File: config.mk
export PLATFORM = sky130hd
export DESIGN_NAME = sdram_cache_top
export DESIGN_NICKNAME = d
export VERILOG_FILES = /design/src/design/sdram_cache_pkg.sv /design/src/design/sdram_cache_bram.sv /design/src/design/sdram_cache_ctrl.sv /design/src/design/sdram_cache_data_array.sv /design/src/design/sdram_cache_tag_array.sv /design/src/design/sdram_cache_top.sv
export SDC_FILE = /design/constraint.sdc
export NUM_CORES = 2
export LEC_CHECK = 0
export BUFFER_PORTS_ARGS = -buffer_cell sky130_fd_sc_hd__buf_2
export CAP_MARGIN = 20
export CORE_ASPECT_RATIO = 0.5
export CORE_MARGIN = 5
export CORE_UTILIZATION = 25
export DETAILED_ROUTE_END_ITERATION = 8
export MAX_ROUTING_LAYER = met4
export PLACE_DENSITY = 0.46
export REMOVE_ABC_BUFFERS = 1
export SLEW_MARGIN = 20
export SYNTH_ARGS = -nofsm -noshare
export SYNTH_HDL_FRONTEND = slang
export SYNTH_MEMORY_MAX_BITS = 65536
export SYNTH_SLANG_ARGS = --single-unit
File: constraint.sdc
create_clock -name clk -period 3.4 [get_ports clk]
set_input_delay 0.51 -clock clk [delete_from_list [all_inputs] [get_ports clk]]
set_output_delay 0.51 -clock clk [all_outputs]
set_load 0.02 [all_outputs]
File: src/design/sdram_cache_pkg.sv
// sdram cache shared types: data vectors, controller fields and command codes
`default_nettype none

package sdram_cache_pkg;

  // one requester or SDRAM data word
  typedef logic [31:0] word_t;

  // byte write enables, bit n covers byte n of a word
  typedef logic [3:0] byte_en_t;

  // controller command field
  typedef logic [2:0] sdrc_cmd_t;

  // controller word address
  typedef logic [20:0] sdrc_addr_t;

  // burst length minus one
  typedef logic [7:0] data_len_t;

  // SDRAM HS controller command codes
  localparam sdrc_cmd_t cmd_refresh = 3'b001;
  localparam sdrc_cmd_t cmd_activate = 3'b011;
  localparam sdrc_cmd_t cmd_write = 3'b100;
  localparam sdrc_cmd_t cmd_read = 3'b101;

endpackage

`default_nettype wire

File: src/design/sdram_cache_bram.sv
// single-port synchronous RAM with per-byte write enables and a registered read
`timescale 1ns/1ps
`default_nettype none

module sdram_cache_bram #(
  parameter int address_bits = 4
) (
  input  wire                              clk,
  input  wire sdram_cache_pkg::byte_en_t   write_enable,
  input  wire [address_bits-1:0]           address,
  input  wire sdram_cache_pkg::word_t      data_in,
  output sdram_cache_pkg::word_t           data_out
);

  localparam int bytes = $bits(sdram_cache_pkg::byte_en_t);
  localparam int depth = 2 ** address_bits;

  sdram_cache_pkg::word_t mem [depth];

  // read returns the word as it was before a write in the same cycle
  always_ff @(posedge clk) begin
    for (int b = 0; b < bytes; b++) begin
      if (write_enable[b]) begin
        mem[address][8*b +: 8] <= data_in[8*b +: 8];
      end
    end
    data_out <= mem[address];
  end

endmodule

`default_nettype wire

File: src/design/sdram_cache_ctrl.sv
// cache control FSM: init refresh, hit service, write-back and line fill bursts
`timescale 1ns/1ps
`default_nettype none

module sdram_cache_ctrl #(
  parameter int column_bits = 3,
  parameter int line_bits = 4,
  parameter int ram_addr_bits = 21,
  parameter int read_latency = 4,
  parameter int write_recovery = 4,
  localparam int tag_bits = ram_addr_bits - line_bits - column_bits
) (
  input  wire                               clk,
  input  wire                               rst_n,
  input  wire                               enable,
  input  wire sdram_cache_pkg::byte_en_t    write_enable,
  input  wire [tag_bits-1:0]                address_tag,
  input  wire [line_bits-1:0]               line_index,
  input  wire                               hit,
  input  wire                               line_dirty,
  input  wire [tag_bits-1:0]                cached_tag,
  input  wire sdram_cache_pkg::word_t       line_word,
  output logic                              busy,
  output logic                              data_out_ready,
  output logic                              store_write,
  output logic                              fill_active,
  output logic                              fill_we,
  output logic [column_bits-1:0]            fill_column,
  output sdram_cache_pkg::word_t            fill_data,
  output logic                              tag_fill_we,
  output logic                              sdrc_cmd_en,
  output sdram_cache_pkg::sdrc_cmd_t        sdrc_cmd,
  output sdram_cache_pkg::sdrc_addr_t       sdrc_addr,
  output sdram_cache_pkg::word_t            sdrc_data,
  output sdram_cache_pkg::data_len_t        sdrc_data_len,
  input  wire sdram_cache_pkg::word_t       sdrc_data_in,
  input  wire                               sdrc_init_done,
  input  wire                               sdrc_cmd_ack
);

  localparam int columns = 2 ** column_bits;

  typedef enum logic [3:0] {
    st_init_refresh,
    st_init_wait,
    st_idle,
    st_wb_activate,
    st_wb_gap,
    st_wb_write,
    st_wb_stream,
    st_wb_recover,
    st_fill_activate,
    st_fill_gap,
    st_fill_read,
    st_fill_wait,
    st_fill_capture,
    st_fill_tag,
    st_fill_settle
  } state_t;

  state_t state;
  logic [7:0] count;
  logic [line_bits-1:0] line_index_q;
  logic store_write_q;
  logic lookup_ok;
  logic lookup_hit;
  sdram_cache_pkg::sdrc_addr_t writeback_addr;
  sdram_cache_pkg::sdrc_addr_t fill_addr;

  // burst start addresses, column bits zero
  assign writeback_addr =
    sdram_cache_pkg::sdrc_addr_t'({cached_tag, line_index, {column_bits{1'b0}}});
  assign fill_addr =
    sdram_cache_pkg::sdrc_addr_t'({address_tag, line_index, {column_bits{1'b0}}});

  // tag readout belongs to the line presented one cycle earlier
  assign lookup_ok = (line_index == line_index_q);
  assign lookup_hit = enable && lookup_ok && hit;

  assign store_write = (state == st_idle) && lookup_hit && (write_enable != '0);
  // a write hit in the previous cycle leaves a stale word in the column register
  assign data_out_ready = (state == st_idle) && lookup_hit && (write_enable == '0)
                          && !store_write_q;
  assign busy = (state != st_idle) || (enable && !(lookup_ok && hit));

  assign fill_active = (state == st_fill_capture) || (state == st_fill_tag);
  assign tag_fill_we = (state == st_fill_tag);

  always_ff @(posedge clk) begin
    line_index_q <= line_index;
    if (!rst_n) begin
      state <= st_init_refresh;
      count <= '0;
      fill_column <= '0;
      fill_we <= 1'b0;
      sdrc_cmd_en <= 1'b0;
      store_write_q <= 1'b0;
    end else begin
      store_write_q <= store_write;
      // command and fill strobes last one cycle
      sdrc_cmd_en <= 1'b0;
      fill_we <= 1'b0;
      case (state)
        st_init_refresh: begin
          if (sdrc_init_done) begin
            sdrc_cmd_en <= 1'b1;
            sdrc_cmd <= sdram_cache_pkg::cmd_refresh;
            state <= st_init_wait;
          end
        end
        st_init_wait: begin
          if (sdrc_cmd_ack) begin
            state <= st_idle;
          end
        end
        st_idle: begin
          if (enable && lookup_ok && !hit) begin
            sdrc_cmd_en <= 1'b1;
            sdrc_cmd <= sdram_cache_pkg::cmd_activate;
            fill_column <= '0;
            if (line_dirty) begin
              // evict the resident line first
              sdrc_addr <= writeback_addr;
              state <= st_wb_activate;
            end else begin
              sdrc_addr <= fill_addr;
              state <= st_fill_activate;
            end
          end
        end
        st_wb_activate: begin
          state <= st_wb_gap;
        end
        st_wb_gap: begin
          sdrc_cmd_en <= 1'b1;
          sdrc_cmd <= sdram_cache_pkg::cmd_write;
          sdrc_addr <= writeback_addr;
          sdrc_data_len <= sdram_cache_pkg::data_len_t'(columns - 1);
          sdrc_data <= line_word;
          fill_column <= fill_column + 1'b1;
          state <= st_wb_write;
        end
        st_wb_write: begin
          sdrc_data <= line_word;
          fill_column <= fill_column + 1'b1;
          state <= st_wb_stream;
        end
        st_wb_stream: begin
          sdrc_data <= line_word;
          if (fill_column == '1) begin
            count <= '0;
            state <= st_wb_recover;
          end else begin
            fill_column <= fill_column + 1'b1;
          end
        end
        st_wb_recover: begin
          count <= count + 1'b1;
          if (count == 8'(write_recovery - 1)) begin
            sdrc_cmd_en <= 1'b1;
            sdrc_cmd <= sdram_cache_pkg::cmd_activate;
            sdrc_addr <= fill_addr;
            state <= st_fill_activate;
          end
        end
        st_fill_activate: begin
          state <= st_fill_gap;
        end
        st_fill_gap: begin
          sdrc_cmd_en <= 1'b1;
          sdrc_cmd <= sdram_cache_pkg::cmd_read;
          sdrc_addr <= fill_addr;
          sdrc_data_len <= sdram_cache_pkg::data_len_t'(columns - 1);
          count <= '0;
          state <= st_fill_read;
        end
        st_fill_read: begin
          state <= st_fill_wait;
        end
        st_fill_wait: begin
          // first word arrives read_latency + 1 cycles after the read strobe
          count <= count + 1'b1;
          if (count == 8'(read_latency - 1)) begin
            count <= '0;
            state <= st_fill_capture;
          end
        end
        st_fill_capture: begin
          fill_data <= sdrc_data_in;
          fill_we <= 1'b1;
          fill_column <= count[column_bits-1:0];
          count <= count + 1'b1;
          if (count == 8'(columns - 1)) begin
            state <= st_fill_tag;
          end
        end
        st_fill_tag: begin
          state <= st_fill_settle;
        end
        st_fill_settle: begin
          // tag and last column read back before the next lookup
          state <= st_idle;
        end
        default: begin
          state <= st_idle;
        end
      endcase
    end
  end

endmodule

`default_nettype wire

File: src/design/sdram_cache_data_array.sv
// data array: one RAM per column, fed by requester writes or line fills
`timescale 1ns/1ps
`default_nettype none

module sdram_cache_data_array #(
  parameter int column_bits = 3,
  parameter int line_bits = 4
) (
  input  wire                              clk,
  input  wire [line_bits-1:0]              line_index,
  input  wire [column_bits-1:0]            column_index,
  input  wire sdram_cache_pkg::word_t      data_in,
  input  wire sdram_cache_pkg::byte_en_t   write_enable,
  input  wire                              store_write,
  input  wire                              fill_active,
  input  wire                              fill_we,
  input  wire [column_bits-1:0]            fill_column,
  input  wire sdram_cache_pkg::word_t      fill_data,
  output sdram_cache_pkg::word_t           data_out,
  output sdram_cache_pkg::word_t           line_word
);

  localparam int columns = 2 ** column_bits;

  sdram_cache_pkg::word_t write_word;
  sdram_cache_pkg::word_t column_out [columns];

  // fill data owns the write port while a line is being loaded
  assign write_word = fill_active ? fill_data : data_in;

  for (genvar c = 0; c < columns; c++) begin : g_column
    sdram_cache_pkg::byte_en_t column_we;

    always_comb begin
      column_we = '0;
      if (fill_active) begin
        if (fill_we && fill_column == column_bits'(c)) begin
          column_we = '1;
        end
      end else if (store_write && column_index == column_bits'(c)) begin
        // byte merge of a write hit
        column_we = write_enable;
      end
    end

    sdram_cache_bram #(
      .address_bits(line_bits)
    ) u_column_ram (
      .clk(clk),
      .write_enable(column_we),
      .address(line_index),
      .data_in(write_word),
      .data_out(column_out[c])
    );
  end

  // all columns read the same line, so the selects can change freely
  assign data_out = column_out[column_index];
  assign line_word = column_out[fill_column];

endmodule

`default_nettype wire

File: src/design/sdram_cache_tag_array.sv
// tag array: per-line tag, valid and dirty storage with hit detection
`timescale 1ns/1ps
`default_nettype none

module sdram_cache_tag_array #(
  parameter int column_bits = 3,
  parameter int line_bits = 4,
  parameter int ram_addr_bits = 21,
  localparam int tag_bits = ram_addr_bits - line_bits - column_bits
) (
  input  wire                 clk,
  input  wire                 rst_n,
  input  wire [line_bits-1:0] line_index,
  input  wire [tag_bits-1:0]  address_tag,
  input  wire                 tag_fill_we,
  input  wire                 store_write,
  output logic                hit,
  output logic                line_dirty,
  output logic [tag_bits-1:0] cached_tag
);

  // stored word layout is {zero pad, dirty, valid, tag}
  localparam int valid_bit = tag_bits;
  localparam int dirty_bit = tag_bits + 1;

  sdram_cache_pkg::byte_en_t tag_we;
  sdram_cache_pkg::word_t tag_word_in;
  sdram_cache_pkg::word_t tag_word;
  logic [2**line_bits-1:0] valid_lines;
  logic line_valid;

  // a fill writes the line clean, a write hit marks it dirty
  assign tag_we = (tag_fill_we || store_write) ? '1 : '0;
  assign tag_word_in = sdram_cache_pkg::word_t'({store_write, 1'b1, address_tag});

  sdram_cache_bram #(
    .address_bits(line_bits)
  ) u_tag_ram (
    .clk(clk),
    .write_enable(tag_we),
    .address(line_index),
    .data_in(tag_word_in),
    .data_out(tag_word)
  );

  // valid flags live in flops so that RAM contents after power-up never hit
  always_ff @(posedge clk) begin
    if (!rst_n) begin
      valid_lines <= '0;
      line_valid <= 1'b0;
    end else begin
      if (tag_fill_we) begin
        valid_lines[line_index] <= 1'b1;
      end
      line_valid <= valid_lines[line_index];
    end
  end

  assign cached_tag = tag_word[tag_bits-1:0];
  assign hit = line_valid && tag_word[valid_bit] && (cached_tag == address_tag);
  assign line_dirty = line_valid && tag_word[dirty_bit];

endmodule

`default_nettype wire

File: src/design/sdram_cache_top.sv
// direct-mapped write-back SDRAM cache between a 32-bit requester and a burst controller
`timescale 1ns/1ps
`default_nettype none

module sdram_cache_top #(
  parameter int column_bits = 3,
  parameter int line_bits = 4,
  parameter int ram_addr_bits = 21,
  parameter int read_latency = 4,
  parameter int write_recovery = 4
) (
  input  wire                               clk,
  input  wire                               rst_n,
  // requester
  input  wire                               enable,
  input  wire [31:0]                        address,
  input  wire sdram_cache_pkg::word_t       data_in,
  input  wire sdram_cache_pkg::byte_en_t    write_enable,
  output sdram_cache_pkg::word_t            data_out,
  output logic                              data_out_ready,
  output logic                              busy,
  // SDRAM controller
  output logic                              sdrc_cmd_en,
  output sdram_cache_pkg::sdrc_cmd_t        sdrc_cmd,
  output sdram_cache_pkg::sdrc_addr_t       sdrc_addr,
  output sdram_cache_pkg::word_t            sdrc_data,
  output sdram_cache_pkg::data_len_t        sdrc_data_len,
  input  wire sdram_cache_pkg::word_t       sdrc_data_in,
  input  wire                               sdrc_init_done,
  input  wire                               sdrc_cmd_ack
);

  localparam int tag_bits = ram_addr_bits - line_bits - column_bits;
  // byte address, word aligned
  localparam int column_lsb = 2;
  localparam int line_lsb = column_lsb + column_bits;
  localparam int tag_lsb = line_lsb + line_bits;

  logic [column_bits-1:0] column_index;
  logic [line_bits-1:0] line_index;
  logic [tag_bits-1:0] address_tag;
  logic hit;
  logic line_dirty;
  logic [tag_bits-1:0] cached_tag;
  sdram_cache_pkg::word_t line_word;
  logic store_write;
  logic fill_active;
  logic fill_we;
  logic [column_bits-1:0] fill_column;
  sdram_cache_pkg::word_t fill_data;
  logic tag_fill_we;

  // |tag|line|column|00|
  assign column_index = address[column_lsb +: column_bits];
  assign line_index = address[line_lsb +: line_bits];
  assign address_tag = address[tag_lsb +: tag_bits];

  sdram_cache_ctrl #(
    .column_bits(column_bits),
    .line_bits(line_bits),
    .ram_addr_bits(ram_addr_bits),
    .read_latency(read_latency),
    .write_recovery(write_recovery)
  ) u_ctrl (
    .clk(clk),
    .rst_n(rst_n),
    .enable(enable),
    .write_enable(write_enable),
    .address_tag(address_tag),
    .line_index(line_index),
    .hit(hit),
    .line_dirty(line_dirty),
    .cached_tag(cached_tag),
    .line_word(line_word),
    .busy(busy),
    .data_out_ready(data_out_ready),
    .store_write(store_write),
    .fill_active(fill_active),
    .fill_we(fill_we),
    .fill_column(fill_column),
    .fill_data(fill_data),
    .tag_fill_we(tag_fill_we),
    .sdrc_cmd_en(sdrc_cmd_en),
    .sdrc_cmd(sdrc_cmd),
    .sdrc_addr(sdrc_addr),
    .sdrc_data(sdrc_data),
    .sdrc_data_len(sdrc_data_len),
    .sdrc_data_in(sdrc_data_in),
    .sdrc_init_done(sdrc_init_done),
    .sdrc_cmd_ack(sdrc_cmd_ack)
  );

  sdram_cache_tag_array #(
    .column_bits(column_bits),
    .line_bits(line_bits),
    .ram_addr_bits(ram_addr_bits)
  ) u_tag_array (
    .clk(clk),
    .rst_n(rst_n),
    .line_index(line_index),
    .address_tag(address_tag),
    .tag_fill_we(tag_fill_we),
    .store_write(store_write),
    .hit(hit),
    .line_dirty(line_dirty),
    .cached_tag(cached_tag)
  );

  sdram_cache_data_array #(
    .column_bits(column_bits),
    .line_bits(line_bits)
  ) u_data_array (
    .clk(clk),
    .line_index(line_index),
    .column_index(column_index),
    .data_in(data_in),
    .write_enable(write_enable),
    .store_write(store_write),
    .fill_active(fill_active),
    .fill_we(fill_we),
    .fill_column(fill_column),
    .fill_data(fill_data),
    .data_out(data_out),
    .line_word(line_word)
  );

endmodule

`default_nettype wire

==> key figures <==
Synthesis
  • Synth async-reset ratio: 0
  • Synth Area in Adders: 0.0004825
  • Post-synth top area share: 0.7313
  • Seq/Total Area, Yosys: 0.7655
  • Xor-xnor portion of the synthesized cell area: 0.001206
  • Yosys Warn Count: 0
  • Compound-Gate Fraction of Synth Area: 0.01668
  • Simple-gate share of the synthesized area: 0.01357
  • Avg Cell Area, Syn: 23.11 sq um
  • Cells after Synth: 7856
  • Top_reg_cell synth: edfxtp_1
  • FF+latch count, synth: 4731
  • Mux cell area share after synthesis: 0.1895
  • Post-synth EDFFs: 4421
  • Cell area after synthesis: 181500 sq um
  • Main combinational cell family by area after synthesis: multiplexers
  • Unique masters post-synth: 60
  • Synth top area cells: edfxtp_1, mux4_2, dfxtp_1, a21oi_1, clkbuf_1
  • Synth area leader: edfxtp_1

Critical path
  • Slowest-stage cell, CP: nand2_1
  • Critical path capture point type: register
  • R2R depth: 6
  • Buf/Inv on CP: 1
  • Setup slack, reg-to-reg: -0.18 ns
  • Worst-path cell chain: nor2b_1, nand2_4, a21o_1, nand2_1, a21oi_1, buf_4
  • Arrival time worst endpoint: 4.32 ns
  • R2R Path End: u_data_array.g_column[2].u_column_ram.mem[10][6]
  • Family with the most delay on the worst path: simple AND/OR/NAND/NOR gates
  • Crit path launch type: register
  • Worst EP required: 4.14 ns
  • Critical path origin: u_ctrl.state[2]
  • CP peak stage delay: 0.96 ns
  • Worst-path maximum fanout: 17
  • Kind of critical path: reg -> reg
  • RR Startpoint: u_ctrl.state[2]

CTS
  • Clock-pin slew on the worst setup and hold paths: 0.06 ns
  • Worst-Skew Late Latency: 1.04 ns
  • H-tree levels: 5
  • Root buffer cell: clkbuf_16
  • Num CTS Buffers: 477
  • Clk sinks: 4731
  • CTS Buffer Depth: 4
  • TritonCTS clock tree: yes

Detailed routing
  • # DRC: 0
  • Routed WL per cell: 28.46 um
  • Vias: 87560
  • Post-DR vias/cell: 4.566
  • Post-Route WL: 545.8 mm
  • Detailed Routing Iterations Pass 1: 6
  • Initial DRC count: 8597
  • DRT antenna net count: 0

Die
  • Die ar.: 744300 sq um
  • Die outline width: 1.215 mm
  • Io pins: 204
  • Initial core utilization: 0.2507
  • Die height: 612.5 um
  • Core area: 724200 sq um
  • Num rows: 221

Layout
  • Final core utilization: 0.3029
  • Finished layout cell area: 219400 sq um
  • Commonest cells after routing, fill and taps aside: edfxtp_1, mux4_2, buf_4, a21oi_1, clkbuf_16
  • Register area: 139000 sq um
  • Area growth syn-to-layout: 20.86%
  • # fillers: 69770
  • Nets: 9139
  • Share of cells above drive strength 1: 0.3718
  • Commonest non-fill, non-tap cell in the layout: edfxtp_1
  • Non-Filler Instances: 19180
  • Area of the multi-input gates: 40620 sq um

STA
  • Hold Vio Cnt, Final: 0
  • Hold_ws: 0.1069 ns
  • Setup TNS: -10.53 ns
  • Final setup viols: 151
  • Final period utilization: 1.053
  • Final WS setup: -0.1818 ns
  • Max Clk Rate: 0.2792 GHz
  • Final setup skew: 0.05760 ns
  • Post-layout minimum cycle time: 3.582 ns
  • Worst-Margin Slew: 1.284 ns
  • Pins Over Slew Limit: 0
  • Relative slew margins: 0.1422
  • Unrepaired setup endpoints after global routing: true

Placement
  • DPL Wire Length: 363.6 mm
  • Port-buffer cells: 181
  • # placed instances: 18190
  • DP Area: 202300 sq um
  • Pre-CTS setup slack: -0.3461 ns
  • Final Wtd Congestion: 0.8118

GRT
  • Global-route wire length before repair: 749.0 mm
  • Total Routing Usage GR: 0.1463
  • Largest net degree at the start of global routing: 129
  • Vias in the first global route: 89760
  • GRT Residual Overflow: 0
  • Initial antenna violation count: 39

Worst hold path
  • Hold Path Sink: u_data_array.g_column[2].u_column_ram.mem[13][7]
  • Min-delay src: data_in[7]
  • WHS Path Cells: 2
  • Hold Path Class: in -> reg

Run
  • Max Cap Viol: 0

Pwr
  • Pwr Density: 574.6 nW/um^2
  • Total chip power: 126.1 mW
  • Leakage power: 68.57 nW
  • VDD IR-drop max: 0.4384 mV

Outcome
  • Status: finished with violations
  • Failing checks: setup timing
[synth_stat cells (all sizes together), types with 10 or more instances]
cell       n
nor3      24
xnor2     21
nand3     11
a21oi    535
mux4    1488
buf      241
mux2      78
o21ai     10
nor2b     12
nand2b    12
clkbuf   247
nand2    246
dfxtp    310
edfxtp  4421
nor2      81
nand4     36
[layer usage]
metal  up-vias  track usage  share of wire
met3       697      0.03663          0.071
met2      2709       0.2382           0.49
met4         0      0.03448          0.025
met1     48240       0.1851           0.42
met5         -            -              0
li1      35910            -              -
[timing repair]
action                                  CTS  global route
endpoints found under the hold margin   314             0
pin swaps                                 4             0
setup buffers                             4             0
resized for setup                        18             3
hold buffers                             56             0
endpoints found under the setup margin  252           176
[report_power, final]
group | internal, mW | switching (mW) | leakage [nW]
Combinational | 2.74 | 4.18 | 18.2
Sequential | 64.1 | 0.406 | 42.4
Clock | 31.8 | 22.8 | 7.96
[registers in the layout, indices dropped and copies added (netlist names)]
signal                                       count
u_ctrl.count                                     8
u_ctrl.sdrc_addr                                18
u_data_array.g_column.u_column_ram.mem        4096
u_data_array.g_column.u_column_ram.data_out    256
u_ctrl.state                                     4
u_tag_array.line_valid                           1
u_ctrl.line_index_q                              4
u_ctrl.fill_data                                32
u_ctrl.store_write_q                             1
u_tag_array.u_tag_ram.data_out                  15
u_ctrl.fill_we                                   1
u_ctrl.sdrc_cmd_en                               1
u_ctrl.sdrc_data                                32
u_tag_array.valid_lines                         16
u_tag_array.u_tag_ram.mem                      240
u_ctrl.sdrc_cmd                                  3
u_ctrl.fill_column                               3
[how the worst max path moves through the flow]
stage / cells past startpoint / to / slack [ns]
floorplan: 5 / u_tag_array.u_tag_ram.mem[10][0] / -10.58
detailed placement: 7 / u_data_array.g_column[3].u_column_ram.mem[7][7] / -0.35
finish: 6 / u_data_array.g_column[2].u_column_ram.mem[10][6] / -0.18
CTS: 7 / u_data_array.g_column[3].u_column_ram.mem[11][20] / -0.06
global placement: 7 / u_data_array.g_column[3].u_column_ram.mem[5][5] / -0.34
global route: 6 / u_data_array.g_column[2].u_column_ram.mem[11][17] / -0.14
[worst register-to-register path, cell delays in order (launching register included)]
cell and delay (ns):
dfxtp_1 0.31, nor2b_1 0.16, nand2_4 0.45, a21o_1 0.63, nand2_1 0.97, a21oi_1 0.52
buf_4 0.26
[logic make-up after synthesis]
logic type	after synthesis
compound gates	581
xor+xnor	25
fa+ha+maj	7
buf+inv	495
flops	4731
mux	1567
other cells	2
simple gates	448
[final cells by class]
cell class                 count  area share
antenna                       28   0.0003194
clock buffer                 622     0.05896
clock inverter               279     0.01528
inverter                       7   0.0001198
multi-input combinational   2639      0.1851
sequential                  4731      0.6335
tap                         9700     0.05532
timing repair buffer        1171     0.05138
(Power assumes the default switching activity.)
